### src/vcache_pkg.sv
// shared opcodes, decode fields and profiler select codes
// imported by the cache core, the decoder, the profiler and the monitor interface
`default_nettype none

package vcache_pkg;

  localparam int data_width_c = 32;
  localparam int mask_width_c = 4;

  // access size field of the decode struct
  localparam logic [1:0] size_byte_c = 2'd0;
  localparam logic [1:0] size_half_c = 2'd1;
  localparam logic [1:0] size_word_c = 2'd2;

  typedef enum logic [3:0] {
    LW    = 4'd0,
    LH    = 4'd1,
    LHU   = 4'd2,
    LB    = 4'd3,
    LBU   = 4'd4,
    SW    = 4'd5,
    SH    = 4'd6,
    SB    = 4'd7,
    TAGFL = 4'd8
  } vcache_op_e;

  typedef struct packed {
    logic       ld_op;
    logic       st_op;
    logic       tagfl_op;
    logic [1:0] size;
    logic       sigext_op;
  } vcache_decode_s;

  // per-opcode codes share their value with the opcode
  typedef enum logic [4:0] {
    STAT_LW          = 5'd0,
    STAT_LH          = 5'd1,
    STAT_LHU         = 5'd2,
    STAT_LB          = 5'd3,
    STAT_LBU         = 5'd4,
    STAT_SW          = 5'd5,
    STAT_SH          = 5'd6,
    STAT_SB          = 5'd7,
    STAT_TAGFL       = 5'd8,
    STAT_LD          = 5'd9,
    STAT_ST          = 5'd10,
    STAT_LD_MISS     = 5'd11,
    STAT_ST_MISS     = 5'd12,
    STAT_MISS_CYCLES = 5'd13,
    STAT_IDLE_CYCLES = 5'd14,
    STAT_DMA_READ    = 5'd15,
    STAT_DMA_WRITE   = 5'd16
  } stat_sel_e;

  localparam int stat_num_c = 17;

endpackage

`default_nettype wire

### src/vcache_mon_if.sv
// cache events seen by the profiler
// driven by the core through mon_src, read by the profiler through mon_sink
`timescale 1ns/1ps
`default_nettype none

interface vcache_mon_if;
  import vcache_pkg::*;

  logic           resp_v;
  logic           resp_yumi;
  logic           miss_busy;
  vcache_decode_s decode;
  vcache_op_e     op;
  logic           dma_rd_fire;
  logic           dma_wr_fire;

  modport mon_src (
    output resp_v, resp_yumi, miss_busy, decode, op, dma_rd_fire, dma_wr_fire
  );

  modport mon_sink (
    input resp_v, resp_yumi, miss_busy, decode, op, dma_rd_fire, dma_wr_fire
  );

endinterface

`default_nettype wire

### src/vcache_decode.sv
// opcode decoder for the cache core
`timescale 1ns/1ps
`default_nettype none

module vcache_decode (
  input  vcache_pkg::vcache_op_e     op_i,
  output vcache_pkg::vcache_decode_s decode_o
);
  import vcache_pkg::*;

  always_comb begin
    decode_o = '0;
    case (op_i)
      LW: begin
        decode_o.ld_op = 1'b1;
        decode_o.size  = size_word_c;
      end
      LH, LHU: begin
        decode_o.ld_op     = 1'b1;
        decode_o.size      = size_half_c;
        decode_o.sigext_op = (op_i == LH);
      end
      LB, LBU: begin
        decode_o.ld_op     = 1'b1;
        decode_o.size      = size_byte_c;
        decode_o.sigext_op = (op_i == LB);
      end
      SW: begin
        decode_o.st_op = 1'b1;
        decode_o.size  = size_word_c;
      end
      SH: begin
        decode_o.st_op = 1'b1;
        decode_o.size  = size_half_c;
      end
      SB: begin
        decode_o.st_op = 1'b1;
        decode_o.size  = size_byte_c;
      end
      TAGFL: decode_o.tagfl_op = 1'b1;
      default: decode_o = '0;
    endcase
  end

endmodule

`default_nettype wire

### src/vcache_miss.sv
// miss and write-through handler, one DMA packet per request
`timescale 1ns/1ps
`default_nettype none

module vcache_miss #(
  parameter int addr_width_p = 12
) (
  input  logic                                 clk_i,
  input  logic                                 reset_i,
  input  logic                                 start_i,
  input  logic                                 write_i,
  input  logic [addr_width_p-1:0]              addr_i,
  input  logic [vcache_pkg::data_width_c-1:0]  data_i,
  input  logic [vcache_pkg::mask_width_c-1:0]  mask_i,
  input  logic                                 dma_pkt_yumi_i,
  input  logic                                 dma_data_v_i,
  input  logic [vcache_pkg::data_width_c-1:0]  dma_data_i,
  output logic                                 dma_pkt_v_o,
  output logic                                 dma_pkt_write_o,
  output logic [addr_width_p-1:0]              dma_pkt_addr_o,
  output logic [vcache_pkg::data_width_c-1:0]  dma_pkt_data_o,
  output logic [vcache_pkg::mask_width_c-1:0]  dma_pkt_mask_o,
  output logic                                 busy_o,
  output logic                                 done_o,
  output logic [vcache_pkg::data_width_c-1:0]  fill_data_o,
  output logic                                 dma_rd_fire_o,
  output logic                                 dma_wr_fire_o
);
  import vcache_pkg::*;

  typedef enum logic [1:0] {IDLE, SEND, WAIT} state_e;

  state_e                   state_r;
  logic                     write_r;
  logic [addr_width_p-1:0]  addr_r;
  logic [data_width_c-1:0]  data_r;
  logic [mask_width_c-1:0]  mask_r;
  logic [data_width_c-1:0]  fill_r;
  logic                     pkt_fire;
  logic                     fill_fire;

  assign pkt_fire  = dma_pkt_v_o & dma_pkt_yumi_i;
  assign fill_fire = (state_r == WAIT) & dma_data_v_i;

  always_ff @(posedge clk_i) begin
    if (reset_i) begin
      state_r <= IDLE;
    end else begin
      case (state_r)
        IDLE: if (start_i) state_r <= SEND;
        SEND: if (pkt_fire) state_r <= write_r ? IDLE : WAIT;
        WAIT: if (fill_fire) state_r <= IDLE;
        default: state_r <= IDLE;
      endcase
    end
  end

  always_ff @(posedge clk_i) begin
    if (start_i && state_r == IDLE) begin
      write_r <= write_i;
      addr_r  <= addr_i;
      data_r  <= data_i;
      mask_r  <= mask_i;
    end
    if (fill_fire) fill_r <= dma_data_i;
  end

  assign dma_pkt_v_o     = (state_r == SEND);
  assign dma_pkt_write_o = write_r;
  assign dma_pkt_addr_o  = addr_r;
  assign dma_pkt_data_o  = data_r;
  assign dma_pkt_mask_o  = mask_r;

  assign busy_o = (state_r != IDLE);
  assign done_o = (pkt_fire & write_r) | fill_fire;
  // bypass in the fill cycle so the core can respond next cycle
  assign fill_data_o = fill_fire ? dma_data_i : fill_r;

  assign dma_rd_fire_o = pkt_fire & ~write_r;
  assign dma_wr_fire_o = pkt_fire & write_r;

  // packet held under back-pressure
  assert property (@(posedge clk_i) disable iff (reset_i)
    dma_pkt_v_o && !dma_pkt_yumi_i |=> dma_pkt_v_o && $stable(dma_pkt_addr_o)
      && $stable(dma_pkt_data_o) && $stable(dma_pkt_mask_o) && $stable(dma_pkt_write_o));

endmodule

`default_nettype wire

### src/vcache_core.sv
// direct-mapped write-through cache, one word per line, one request at a time
// misses and stores go out through the miss handler
`timescale 1ns/1ps
`default_nettype none

module vcache_core #(
  parameter int addr_width_p = 12,
  parameter int sets_p       = 16
) (
  input  logic                                clk_i,
  input  logic                                reset_i,
  input  logic                                v_i,
  input  vcache_pkg::vcache_op_e              op_i,
  input  logic [addr_width_p-1:0]             addr_i,
  input  logic [vcache_pkg::data_width_c-1:0] data_i,
  output logic                                ready_o,
  output logic                                v_o,
  output logic [vcache_pkg::data_width_c-1:0] data_o,
  input  logic                                yumi_i,
  output logic                                dma_pkt_v_o,
  output logic                                dma_pkt_write_o,
  output logic [addr_width_p-1:0]             dma_pkt_addr_o,
  output logic [vcache_pkg::data_width_c-1:0] dma_pkt_data_o,
  output logic [vcache_pkg::mask_width_c-1:0] dma_pkt_mask_o,
  input  logic                                dma_pkt_yumi_i,
  input  logic                                dma_data_v_i,
  input  logic [vcache_pkg::data_width_c-1:0] dma_data_i,
  vcache_mon_if.mon_src                       mon
);
  import vcache_pkg::*;

  localparam int idx_width_lp = $clog2(sets_p);
  localparam int tag_width_lp = addr_width_p - 2 - idx_width_lp;

  function automatic logic [data_width_c-1:0] load_extract(
    input logic [data_width_c-1:0] word,
    input logic [1:0]              off,
    input vcache_decode_s          d
  );
    logic [7:0]              b;
    logic [15:0]             h;
    logic [data_width_c-1:0] res;
    b = word[8*off +: 8];
    h = word[16*off[1] +: 16];
    case (d.size)
      size_byte_c: res = {{24{d.sigext_op & b[7]}}, b};
      size_half_c: res = {{16{d.sigext_op & h[15]}}, h};
      default:     res = word;
    endcase
    return res;
  endfunction

  logic [sets_p-1:0]        valid_r;
  logic [tag_width_lp-1:0]  tag_mem [sets_p];
  logic [data_width_c-1:0]  data_mem [sets_p];

  vcache_op_e               req_op_r;
  logic [addr_width_p-1:0]  req_addr_r;
  vcache_decode_s           decode_r;
  logic [data_width_c-1:0]  data_r;
  logic                     busy_r;
  logic                     v_r;
  logic                     missed_r;

  vcache_decode_s           dec;
  logic [idx_width_lp-1:0]  acc_idx;
  logic [idx_width_lp-1:0]  req_idx;
  logic                     hit;
  logic                     accept;
  logic                     start;
  logic [data_width_c-1:0]  st_word;
  logic [mask_width_c-1:0]  st_mask;
  logic [data_width_c-1:0]  merged;
  logic                     miss_busy;
  logic                     miss_done;
  logic [data_width_c-1:0]  fill_data;

  vcache_decode decode (
    .op_i     (op_i),
    .decode_o (dec)
  );

  assign acc_idx = addr_i[2 +: idx_width_lp];
  assign req_idx = req_addr_r[2 +: idx_width_lp];
  assign hit     = valid_r[acc_idx] & (tag_mem[acc_idx] == addr_i[addr_width_p-1 -: tag_width_lp]);
  assign accept  = v_i & ready_o;
  assign start   = accept & (dec.st_op | (dec.ld_op & ~hit));

  // lane-aligned store data and byte mask
  always_comb begin
    case (dec.size)
      size_byte_c: begin
        st_word = {4{data_i[7:0]}};
        st_mask = mask_width_c'(1) << addr_i[1:0];
      end
      size_half_c: begin
        st_word = {2{data_i[15:0]}};
        st_mask = addr_i[1] ? 4'b1100 : 4'b0011;
      end
      default: begin
        st_word = data_i;
        st_mask = '1;
      end
    endcase
    for (int i = 0; i < mask_width_c; i++) begin
      merged[8*i +: 8] = st_mask[i] ? st_word[8*i +: 8] : data_mem[acc_idx][8*i +: 8];
    end
  end

  always_ff @(posedge clk_i) begin
    if (reset_i) begin
      busy_r   <= 1'b0;
      v_r      <= 1'b0;
      missed_r <= 1'b0;
      valid_r  <= '0;
    end else if (accept) begin
      busy_r   <= 1'b1;
      v_r      <= ~start;
      missed_r <= (dec.ld_op | dec.st_op) & ~hit;
      if (dec.tagfl_op) valid_r[acc_idx] <= 1'b0;
    end else if (miss_done) begin
      v_r <= 1'b1;
      if (decode_r.ld_op) valid_r[req_idx] <= 1'b1;
    end else if (v_r & yumi_i) begin
      v_r    <= 1'b0;
      busy_r <= 1'b0;
    end
  end

  always_ff @(posedge clk_i) begin
    if (accept) begin
      req_op_r   <= op_i;
      req_addr_r <= addr_i;
      decode_r   <= dec;
      data_r     <= (dec.ld_op & hit) ? load_extract(data_mem[acc_idx], addr_i[1:0], dec) : '0;
      if (dec.st_op & hit) data_mem[acc_idx] <= merged;
    end
    if (miss_done & decode_r.ld_op) begin
      tag_mem[req_idx]  <= req_addr_r[addr_width_p-1 -: tag_width_lp];
      data_mem[req_idx] <= fill_data;
      data_r            <= load_extract(fill_data, req_addr_r[1:0], decode_r);
    end
  end

  vcache_miss #(.addr_width_p(addr_width_p)) miss (
    .clk_i, .reset_i,
    .start_i         (start),
    .write_i         (dec.st_op),
    .addr_i          ({addr_i[addr_width_p-1:2], 2'b00}),
    .data_i          (st_word),
    .mask_i          (st_mask),
    .dma_pkt_yumi_i, .dma_data_v_i, .dma_data_i,
    .dma_pkt_v_o, .dma_pkt_write_o, .dma_pkt_addr_o, .dma_pkt_data_o, .dma_pkt_mask_o,
    .busy_o          (miss_busy),
    .done_o          (miss_done),
    .fill_data_o     (fill_data),
    .dma_rd_fire_o   (mon.dma_rd_fire),
    .dma_wr_fire_o   (mon.dma_wr_fire)
  );

  assign ready_o = ~busy_r;
  assign v_o     = v_r;
  assign data_o  = data_r;

  // store hits keep the handler busy without counting as a miss
  assign mon.miss_busy = miss_busy & missed_r;
  assign mon.resp_v    = v_r;
  assign mon.resp_yumi = yumi_i;
  assign mon.decode    = decode_r;
  assign mon.op        = req_op_r;

  assert property (@(posedge clk_i) disable iff (reset_i)
    v_o && !yumi_i |=> v_o && $stable(data_o));

  assert property (@(posedge clk_i) disable iff (reset_i)
    busy_r |-> !(decode_r.ld_op && decode_r.st_op));

endmodule

`default_nettype wire

### src/vcache_profiler.sv
// event counters beside the cache, read back through a select port
`timescale 1ns/1ps
`default_nettype none

module vcache_profiler #(
  parameter int stat_width_p = 32
) (
  input  logic                    clk_i,
  input  logic                    reset_i,
  input  logic                    stat_clear_i,
  input  vcache_pkg::stat_sel_e   stat_sel_i,
  vcache_mon_if.mon_sink          mon,
  output logic [stat_width_p-1:0] stat_o
);
  import vcache_pkg::*;

  logic [stat_width_p-1:0] cnt_r [stat_num_c];
  logic [stat_num_c-1:0]   inc;
  logic                    fire;
  logic                    any_op;
  logic                    miss_seen_r;

  assign fire   = mon.resp_v & mon.resp_yumi;
  assign any_op = mon.decode.ld_op | mon.decode.st_op | mon.decode.tagfl_op;

  // remembers a miss until its response fires
  always_ff @(posedge clk_i) begin
    if (reset_i) begin
      miss_seen_r <= 1'b0;
    end else if (fire) begin
      miss_seen_r <= 1'b0;
    end else if (mon.miss_busy) begin
      miss_seen_r <= 1'b1;
    end
  end

  always_comb begin
    inc = '0;
    if (fire && any_op) inc[mon.op] = 1'b1;
    inc[STAT_LD]          = fire & mon.decode.ld_op;
    inc[STAT_ST]          = fire & mon.decode.st_op;
    inc[STAT_LD_MISS]     = fire & mon.decode.ld_op & miss_seen_r;
    inc[STAT_ST_MISS]     = fire & mon.decode.st_op & miss_seen_r;
    inc[STAT_MISS_CYCLES] = mon.miss_busy;
    inc[STAT_IDLE_CYCLES] = ~fire & ~mon.miss_busy;
    inc[STAT_DMA_READ]    = mon.dma_rd_fire;
    inc[STAT_DMA_WRITE]   = mon.dma_wr_fire;
  end

  always_ff @(posedge clk_i) begin
    for (int i = 0; i < stat_num_c; i++) begin
      if (reset_i || stat_clear_i) begin
        cnt_r[i] <= '0;
      end else if (inc[i]) begin
        cnt_r[i] <= cnt_r[i] + stat_width_p'(1);
      end
    end
  end

  assign stat_o = (int'(stat_sel_i) < stat_num_c) ? cnt_r[stat_sel_i] : '0;

  // the handler finishes before the response can be taken
  assert property (@(posedge clk_i) disable iff (reset_i)
    !(mon.miss_busy && fire));

endmodule

`default_nettype wire

### src/vcache_top.sv
// profiled data cache top level with plain request, response, DMA and stat ports
// sets the cache parameters for the core and the profiler
`timescale 1ns/1ps
`default_nettype none

module vcache_top #(
  parameter int addr_width_p = 12,
  parameter int sets_p       = 16,
  parameter int stat_width_p = 32
) (
  input  logic                                clk_i,
  input  logic                                reset_i,
  input  logic                                v_i,
  output logic                                ready_o,
  input  vcache_pkg::vcache_op_e              op_i,
  input  logic [addr_width_p-1:0]             addr_i,
  input  logic [vcache_pkg::data_width_c-1:0] data_i,
  output logic                                v_o,
  output logic [vcache_pkg::data_width_c-1:0] data_o,
  input  logic                                yumi_i,
  output logic                                dma_pkt_v_o,
  output logic                                dma_pkt_write_o,
  output logic [addr_width_p-1:0]             dma_pkt_addr_o,
  output logic [vcache_pkg::data_width_c-1:0] dma_pkt_data_o,
  output logic [vcache_pkg::mask_width_c-1:0] dma_pkt_mask_o,
  input  logic                                dma_pkt_yumi_i,
  input  logic                                dma_data_v_i,
  input  logic [vcache_pkg::data_width_c-1:0] dma_data_i,
  input  logic                                stat_clear_i,
  input  vcache_pkg::stat_sel_e               stat_sel_i,
  output logic [stat_width_p-1:0]             stat_o
);

  vcache_mon_if mon ();

  vcache_core #(
    .addr_width_p (addr_width_p),
    .sets_p       (sets_p)
  ) core (
    .clk_i, .reset_i, .v_i, .op_i, .addr_i, .data_i, .ready_o,
    .v_o, .data_o, .yumi_i,
    .dma_pkt_v_o, .dma_pkt_write_o, .dma_pkt_addr_o, .dma_pkt_data_o, .dma_pkt_mask_o,
    .dma_pkt_yumi_i, .dma_data_v_i, .dma_data_i,
    .mon          (mon.mon_src)
  );

  vcache_profiler #(.stat_width_p(stat_width_p)) profiler (
    .clk_i, .reset_i, .stat_clear_i, .stat_sel_i,
    .mon          (mon.mon_sink),
    .stat_o
  );

endmodule

`default_nettype wire

### config.mk
export PLATFORM = sky130hd
export DESIGN_NAME = vcache_top
export DESIGN_NICKNAME = d
export VERILOG_FILES = /design/src/vcache_pkg.sv /design/src/vcache_mon_if.sv /design/src/vcache_decode.sv /design/src/vcache_miss.sv /design/src/vcache_core.sv /design/src/vcache_profiler.sv /design/src/vcache_top.sv
export SDC_FILE = /design/constraint.sdc
export NUM_CORES = 2
export LEC_CHECK = 0
export ABC_AREA = 1
export CAP_MARGIN = 20
export CORE_MARGIN = 2
export CORE_UTILIZATION = 45
export DETAILED_ROUTE_END_ITERATION = 10
export DONT_BUFFER_PORTS = 1
export PLACE_DENSITY = 0.62
export SLEW_MARGIN = 10
export SYNTH_ARGS = -nofsm -noshare
export SYNTH_HDL_FRONTEND = slang
export SYNTH_SLANG_ARGS = --single-unit
### constraint.sdc
create_clock -name clk_i -period 7.5 [get_ports clk_i]
set_clock_uncertainty 0.1 [all_clocks]
set_input_delay 1.125 -clock clk_i [delete_from_list [all_inputs] [get_ports clk_i]]
set_output_delay 1.125 -clock clk_i [all_outputs]
set_load 0.02 [all_outputs]
Yosys cells after proc, flatten, opt, wreduce, memory -nomap -nowiden --
Memories as Yosys holds them, arrays and structs flattened. Cells that the tools add are included. W data, S select, Z words.
Word-level totals: flip-flop bits (word level) 155, bits in writable memories 1152, input bits 92, output and inout port bits 116, word-level logic and storage cells 266, memories kept 3
Operators by class: add/subtract/negate cells 17, $lt $le $gt $ge 7, equality and inequality tests 18, shift operators 5, muxes and demuxes 117, bitwise gates (word level) 54, reductions and logical operators 26
Memories:
- profiler.cnt_r | depth 17, width 32, rd ports 18, clocked after memory_dff 0, write ports 17, RTL line vcache_profiler.sv:17 | logic [stat_width_p-1:0] cnt_r [stat_num_c];
- core.data_mem | depth 16, width 32, rd ports 1, clocked after memory_dff 0, write ports 2, RTL line vcache_core.sv:55 | logic [data_width_c-1:0] data_mem [sets_p];
- core.tag_mem | depth 16, width 6, rd ports 1, clocked after memory_dff 0, write ports 1, RTL line vcache_core.sv:54 | logic [tag_width_lp-1:0] tag_mem [sets_p];
Operators with widths (number):
- $mux W32 | 22
- $add A32 B1 Y32 const B | 17
- $pmux W32 S2 | 3
- $mux W1 | 70
- $mux W16 | 4
- $shiftx A32 B6 Y16 | 2
- $shiftx A32 B6 Y8 | 2
- $mux W8 | 4
- $and A1 B1 Y1 | 23
- $or A1 B1 Y1 | 22
- $and A16 B16 Y16 | 1
- $eq A4 B3 Y1 const B | 4
- $not A16 Y16 | 1
- $or A16 B16 Y16 | 1
- $demux W1 S4 | 3
- $ge A4 B1 Y1 const B | 3
- $lt A4 B5 Y1 const B | 2
- $reduce_bool A2 Y1 | 5
- $mux W9 | 1
- $eq A4 B2 Y1 const B | 2
- $mux W2 | 4
- $pmux W4 S2 | 1
- $reduce_or A2 Y1 | 4
- $eq A2 B1 Y1 const B | 3
- 24 further kinds | 40

Logic depth before layout (Yosys ltp) --
depth after elaboration 9, depth in mapped cells 17, mapped depth without buffers 16

Hierarchy --
A second synthesis with hierarchy kept.
Unflattened totals: cells, all modules 9570, area, all modules 76026.7 µm²
Modules (own cells, without submodules):
- vcache_profiler | instances 1, cells an instance 5292, area an instance 38309.2 µm², sequential area each 16355.7 µm²
- vcache_core | instances 1, cells an instance 4053, area an instance 34823.4 µm², sequential area each 20259.4 µm²
- vcache_miss | instances 1, cells an instance 205, area an instance 2812.7 µm², sequential area each 2152.1 µm²
- vcache_decode | instances 1, cells an instance 20, area an instance 81.3 µm², sequential area each 0.0 µm²

Worst setup path before layout --
Ideal clock, no wire load.
path kind input-to-reg, start point in v_i, end point mem core.data_mem[13][0], enable pin, setup time 0.433 ns, arrival 4.371 ns, data required time 6.967 ns, setup slack 2.596 ns, stages on the path 6, path buffers 2, cell sequence nand2_1 -> inv_1 -> clkbuf_1 -> nand4_1 -> buf_2 -> o22ai_1
RTL lines:
- start: declaration | RTL line vcache_top.sv:13 | input logic v_i,
- end: declaration | RTL line vcache_core.sv:55

Worst setup path after layout --
start point in stat_sel_i[0], end point out stat_o[21]
On the way: cells in the longest elaborated chain, start to end 2, elaborated cells on any way between the ends 3, classes of those cells 1 x order compare; 1 x mux; 1 x memory
Ends and longest elaborated chain:
- start: declaration | RTL line vcache_top.sv:30 | input vcache_pkg::stat_sel_e stat_sel_i,
- $mem_v2 Z17 W32 / $lt A5 B5 Y1 (equally long branches)
- $mux W32 (*) | RTL line vcache_profiler.sv:60 | assign stat_o = (int'(stat_sel_i) < stat_num_c) ? cnt_r[stat_sel_i] : '0;
- end: declaration | RTL line vcache_top.sv:31 | output logic [stat_width_p-1:0] stat_o
Every way passes the cells marked *; elsewhere a longest branch is shown, timed or not.

==> impl_metrics.env <==
export IMPL_status="completed"
export IMPL_critPathLaunchType="input port"
export IMPL_drc=0
export IMPL_whs_ns=0.2849
export IMPL_grt_pass1_vias=55934
export IMPL_clkLatencyLatePin_ns=0.83
export IMPL_fp_row_count=145
export IMPL_fin_crit_sh_pct=66.29
export IMPL_power_frac_comb_pct=10.0
export IMPL_crit_start="stat_sel_i[0]"
export IMPL_syn_avg_cell_area_um2=8.527
export IMPL_grt_pass1_wl_um=351700
export IMPL_fillers=14650
export IMPL_firstDrtPassIters=6
export IMPL_cp_arrival_ns=3.75
export IMPL_numCtsBuffers=149
export IMPL_synth_area_mm2=0.07106
export IMPL_min_path_type="in2reg"
export IMPL_synth_most_common_cell="nand2_1"
export IMPL_cp_end_kind="output port"
export IMPL_critPathRequiredTime_ns=6.27
export IMPL_final_area_mm2=0.07796
export IMPL_worstPathCellList="inv_6 -> buf_4 -> o21ai_0 -> o211ai_1 -> nand3_1 -> a31oi_1"
export IMPL_dp_hpwl_um=159600
export IMPL_synthFlopType="edfxtp_1"
export IMPL_slew_violations=0
export IMPL_switchingPower_mw=4.791
export IMPL_layout_drive_gt1_share_pct=5.527
export IMPL_drtIter0Drc=7774
export IMPL_ys_ff_latch=1307
export IMPL_synth_area_top_cells="edfxtp_1, nand2_1, o21ai_0"
export IMPL_via_per_inst=5.876
export IMPL_rsz0062_at_grt="no"
export IMPL_slowest_stage="a31oi_1"
export IMPL_grt_max_degree=274
export IMPL_nNetsFinal=8236
export IMPL_worst_pin_slew_ns=1.193
export IMPL_gp_congestion=0.9656
export IMPL_clock_tree_htree_level_count=4
export IMPL_post_cts_setup_buffers=0
export IMPL_postRouteAntennaNets=0
export IMPL_pwr_share_clk_pct=41.8
export IMPL_ys_warn_count=0
export IMPL_die_w_um=401.4
export IMPL_synthTopCellsByCount="nand2_1, edfxtp_1, o21ai_0"
export IMPL_hold_buffers=0
export IMPL_r2r_cells=13
export IMPL_reg2reg_to="core.data_mem[7][10]"
export IMPL_grtUsageTotal_pct=28.52
export IMPL_cts_root_buf="clkbuf_16"
export IMPL_yosysUniqueCellTypes=60
export IMPL_die_area_mm2=0.1611
export IMPL_synth_edf_count=1253
export IMPL_die_height_um=401.4
export IMPL_initial_core_util_pct=45.38
export IMPL_path_class="in2out"
export IMPL_dp_cells=10030
export IMPL_postLayoutCoreUtil_pct=49.79
export IMPL_synth_top_area_share_pct=52.95
export IMPL_synth_seq_area_share_pct=54.47
export IMPL_ir_drop_v=0.0002233
export IMPL_placed_area_mm2=0.07303
export IMPL_cts_tree="built"
export IMPL_slowest_delay_ns=0.70
export IMPL_seqCellArea_mm2=0.03871
export IMPL_ioPinCount=208
export IMPL_p_int_mw=12.84
export IMPL_cts_sinks=1307
export IMPL_synth_top_area_cell="edfxtp_1"
export IMPL_core_mm2=0.1566
export IMPL_r2r_setup_slack_ns=3.13
export IMPL_p_per_area_mw_per_mm2=226.1
export IMPL_cts_buffer_depth=3
export IMPL_place_ws_ns=2.270
export IMPL_crit_fanout=273
export IMPL_numPortBuffers=0
export IMPL_clock_fmax_mhz=201.1
export IMPL_switching_share_pct=27.18
export IMPL_grt_overflow=0
export IMPL_maxSlewHeadroom_pct=20.49
export IMPL_cts_clk_slew_worst_paths_ns=0.06
export IMPL_wl_per_cell_um=22.93
export IMPL_power_mw=17.63
export IMPL_finalSetupViolations=0
export IMPL_syn_to_final_growth_pct=9.715
export IMPL_instances_no_fill=10309
export IMPL_seq_power_share_pct=48.2
export IMPL_finalHoldViolCount=0
export IMPL_dr_total_vias=60579
export IMPL_routed_wl_um=236400
export IMPL_cts_resized=0
export IMPL_maxCapViolations=0
export IMPL_antenna_found_initial=6
export IMPL_r2r_start="core.miss.dma_pkt_write_o"
export IMPL_multi_input_area_mm2=0.02795
export IMPL_synthArstFlopShare_pct=0
export IMPL_min_period_ns=4.972
export IMPL_p_leak_nw=26.63
export IMPL_endpoint="stat_o[21]"
export IMPL_setup_ws_ns=2.528
export IMPL_totalNegativeSetupSlack_ns=0
export IMPL_netlist_instances=8333
-- worst max-delay path: cells and delay by family --
family | cells | cell delay, ns
compound gates | 3 | 1.04
buf+inv | 2 | 1.12
simple gates | 1 | 0.23
-- power groups by stage --
stage / registers (mW) / clock network, mW / logic (mW)
final: 8.49 / 7.38 / 1.76
after global routing: 8.51 / 7.72 / 1.90
after CTS: 8.49 / 7.45 / 1.72
after detailed placement: 8.63 / 0 / 1.72
after global placement: 8.63 / 0 / 1.69
after floorplan: 8.57 / 0 / 1.12
-- state kept, by name, summed over array words and instances, names as in the netlist, 2 cells and up --
name                      cells
core.miss.dma_pkt_mask_o      4
core.miss.fill_r             32
core.miss.dma_pkt_addr_o     10
core.data_o                  32
profiler.cnt_r              544
core.miss.state_r             2
core.miss.dma_pkt_data_o     32
core.mon.decode               6
core.tag_mem                 96
core.valid_r                 16
core.req_addr_r              12
core.mon.op                   4
core.data_mem               512
-- logic make-up (layout without fill, tap and decap cells) --
group,Yosys count,count (layout),share of synthesized area [%]
flops,1307,1307,54.47
other cells,1,3,0.005278
simple gates,3601,3601,21.14
compound gates,2103,2103,16.42
buf+inv,1230,1146,6.751
fa+ha+maj,17,17,0.2993
xor+xnor,74,74,0.9121
-- per-layer routing --
| metal | vias up | wire length, µm | GRT usage [%] |
|---|---|---|---|
| met5 | - | 40 | 0 |
| met4 | 6 | 10470 | 12.07 |
| met1 | 28735 | 97720 | 39.28 |
| met2 | 2996 | 104200 | 43.49 |
| met3 | 461 | 23930 | 6.170 |
| li1 | 28381 | - | - |
-- final cells by class --
class / count / share of cell area, %
Sequential cell: 1307 / 49.65
Multi-Input combinational cell: 5797 / 35.85
Clock buffer: 197 / 5.091
Inverter: 756 / 3.654
Tap cell: 2058 / 3.303
Timing Repair Buffer: 116 / 1.274
Clock inverter: 77 / 1.168
Antenna cell: 1 / 0.003210
-- worst min-delay path by stage --
stage,startpoint,to,cells after the start
2_1_floorplan,core.missed_r,core.missed_r,2
4_1_cts,reset_i,core.missed_r,1
3_5_place_dp,core.missed_r,core.missed_r,2
6_report,reset_i,core.miss.state_r[0],1
5_1_grt,addr_i[6],core.miss.dma_pkt_addr_o[6],0
3_3_place_gp,core.missed_r,core.missed_r,2
-- placed cells by master (no fill, tap or decap), types with 7 or more instances in the layout --
master     count
edfxtp_1    1253
nor3_1       214
nand2_1     2071
a21oi_2        7
nor3b_1       44
clkinv_1      49
clkbuf_1      42
bufinv_16     11
nand3_1      367
clkinv_2      17
nor4_1        35
buf_4        107
o22a_1        12
o21ai_0     1030
o21ai_2       22
nand4_1      120
nor2_1       650
and3_1        11
a31oi_1       40
a211oi_1      20
o22ai_4       16
o21a_1        26
clkinv_16      9
dfxtp_1       54
inv_1        729
ha_1          17
o211ai_1      48
a22oi_1      227
or2_2         47
xnor2_1       24
xor2_1        50
clkbuf_16    149
nor2_4        22
o21ai_1       17
a21oi_1      605
(Power assumes the default switching activity.)
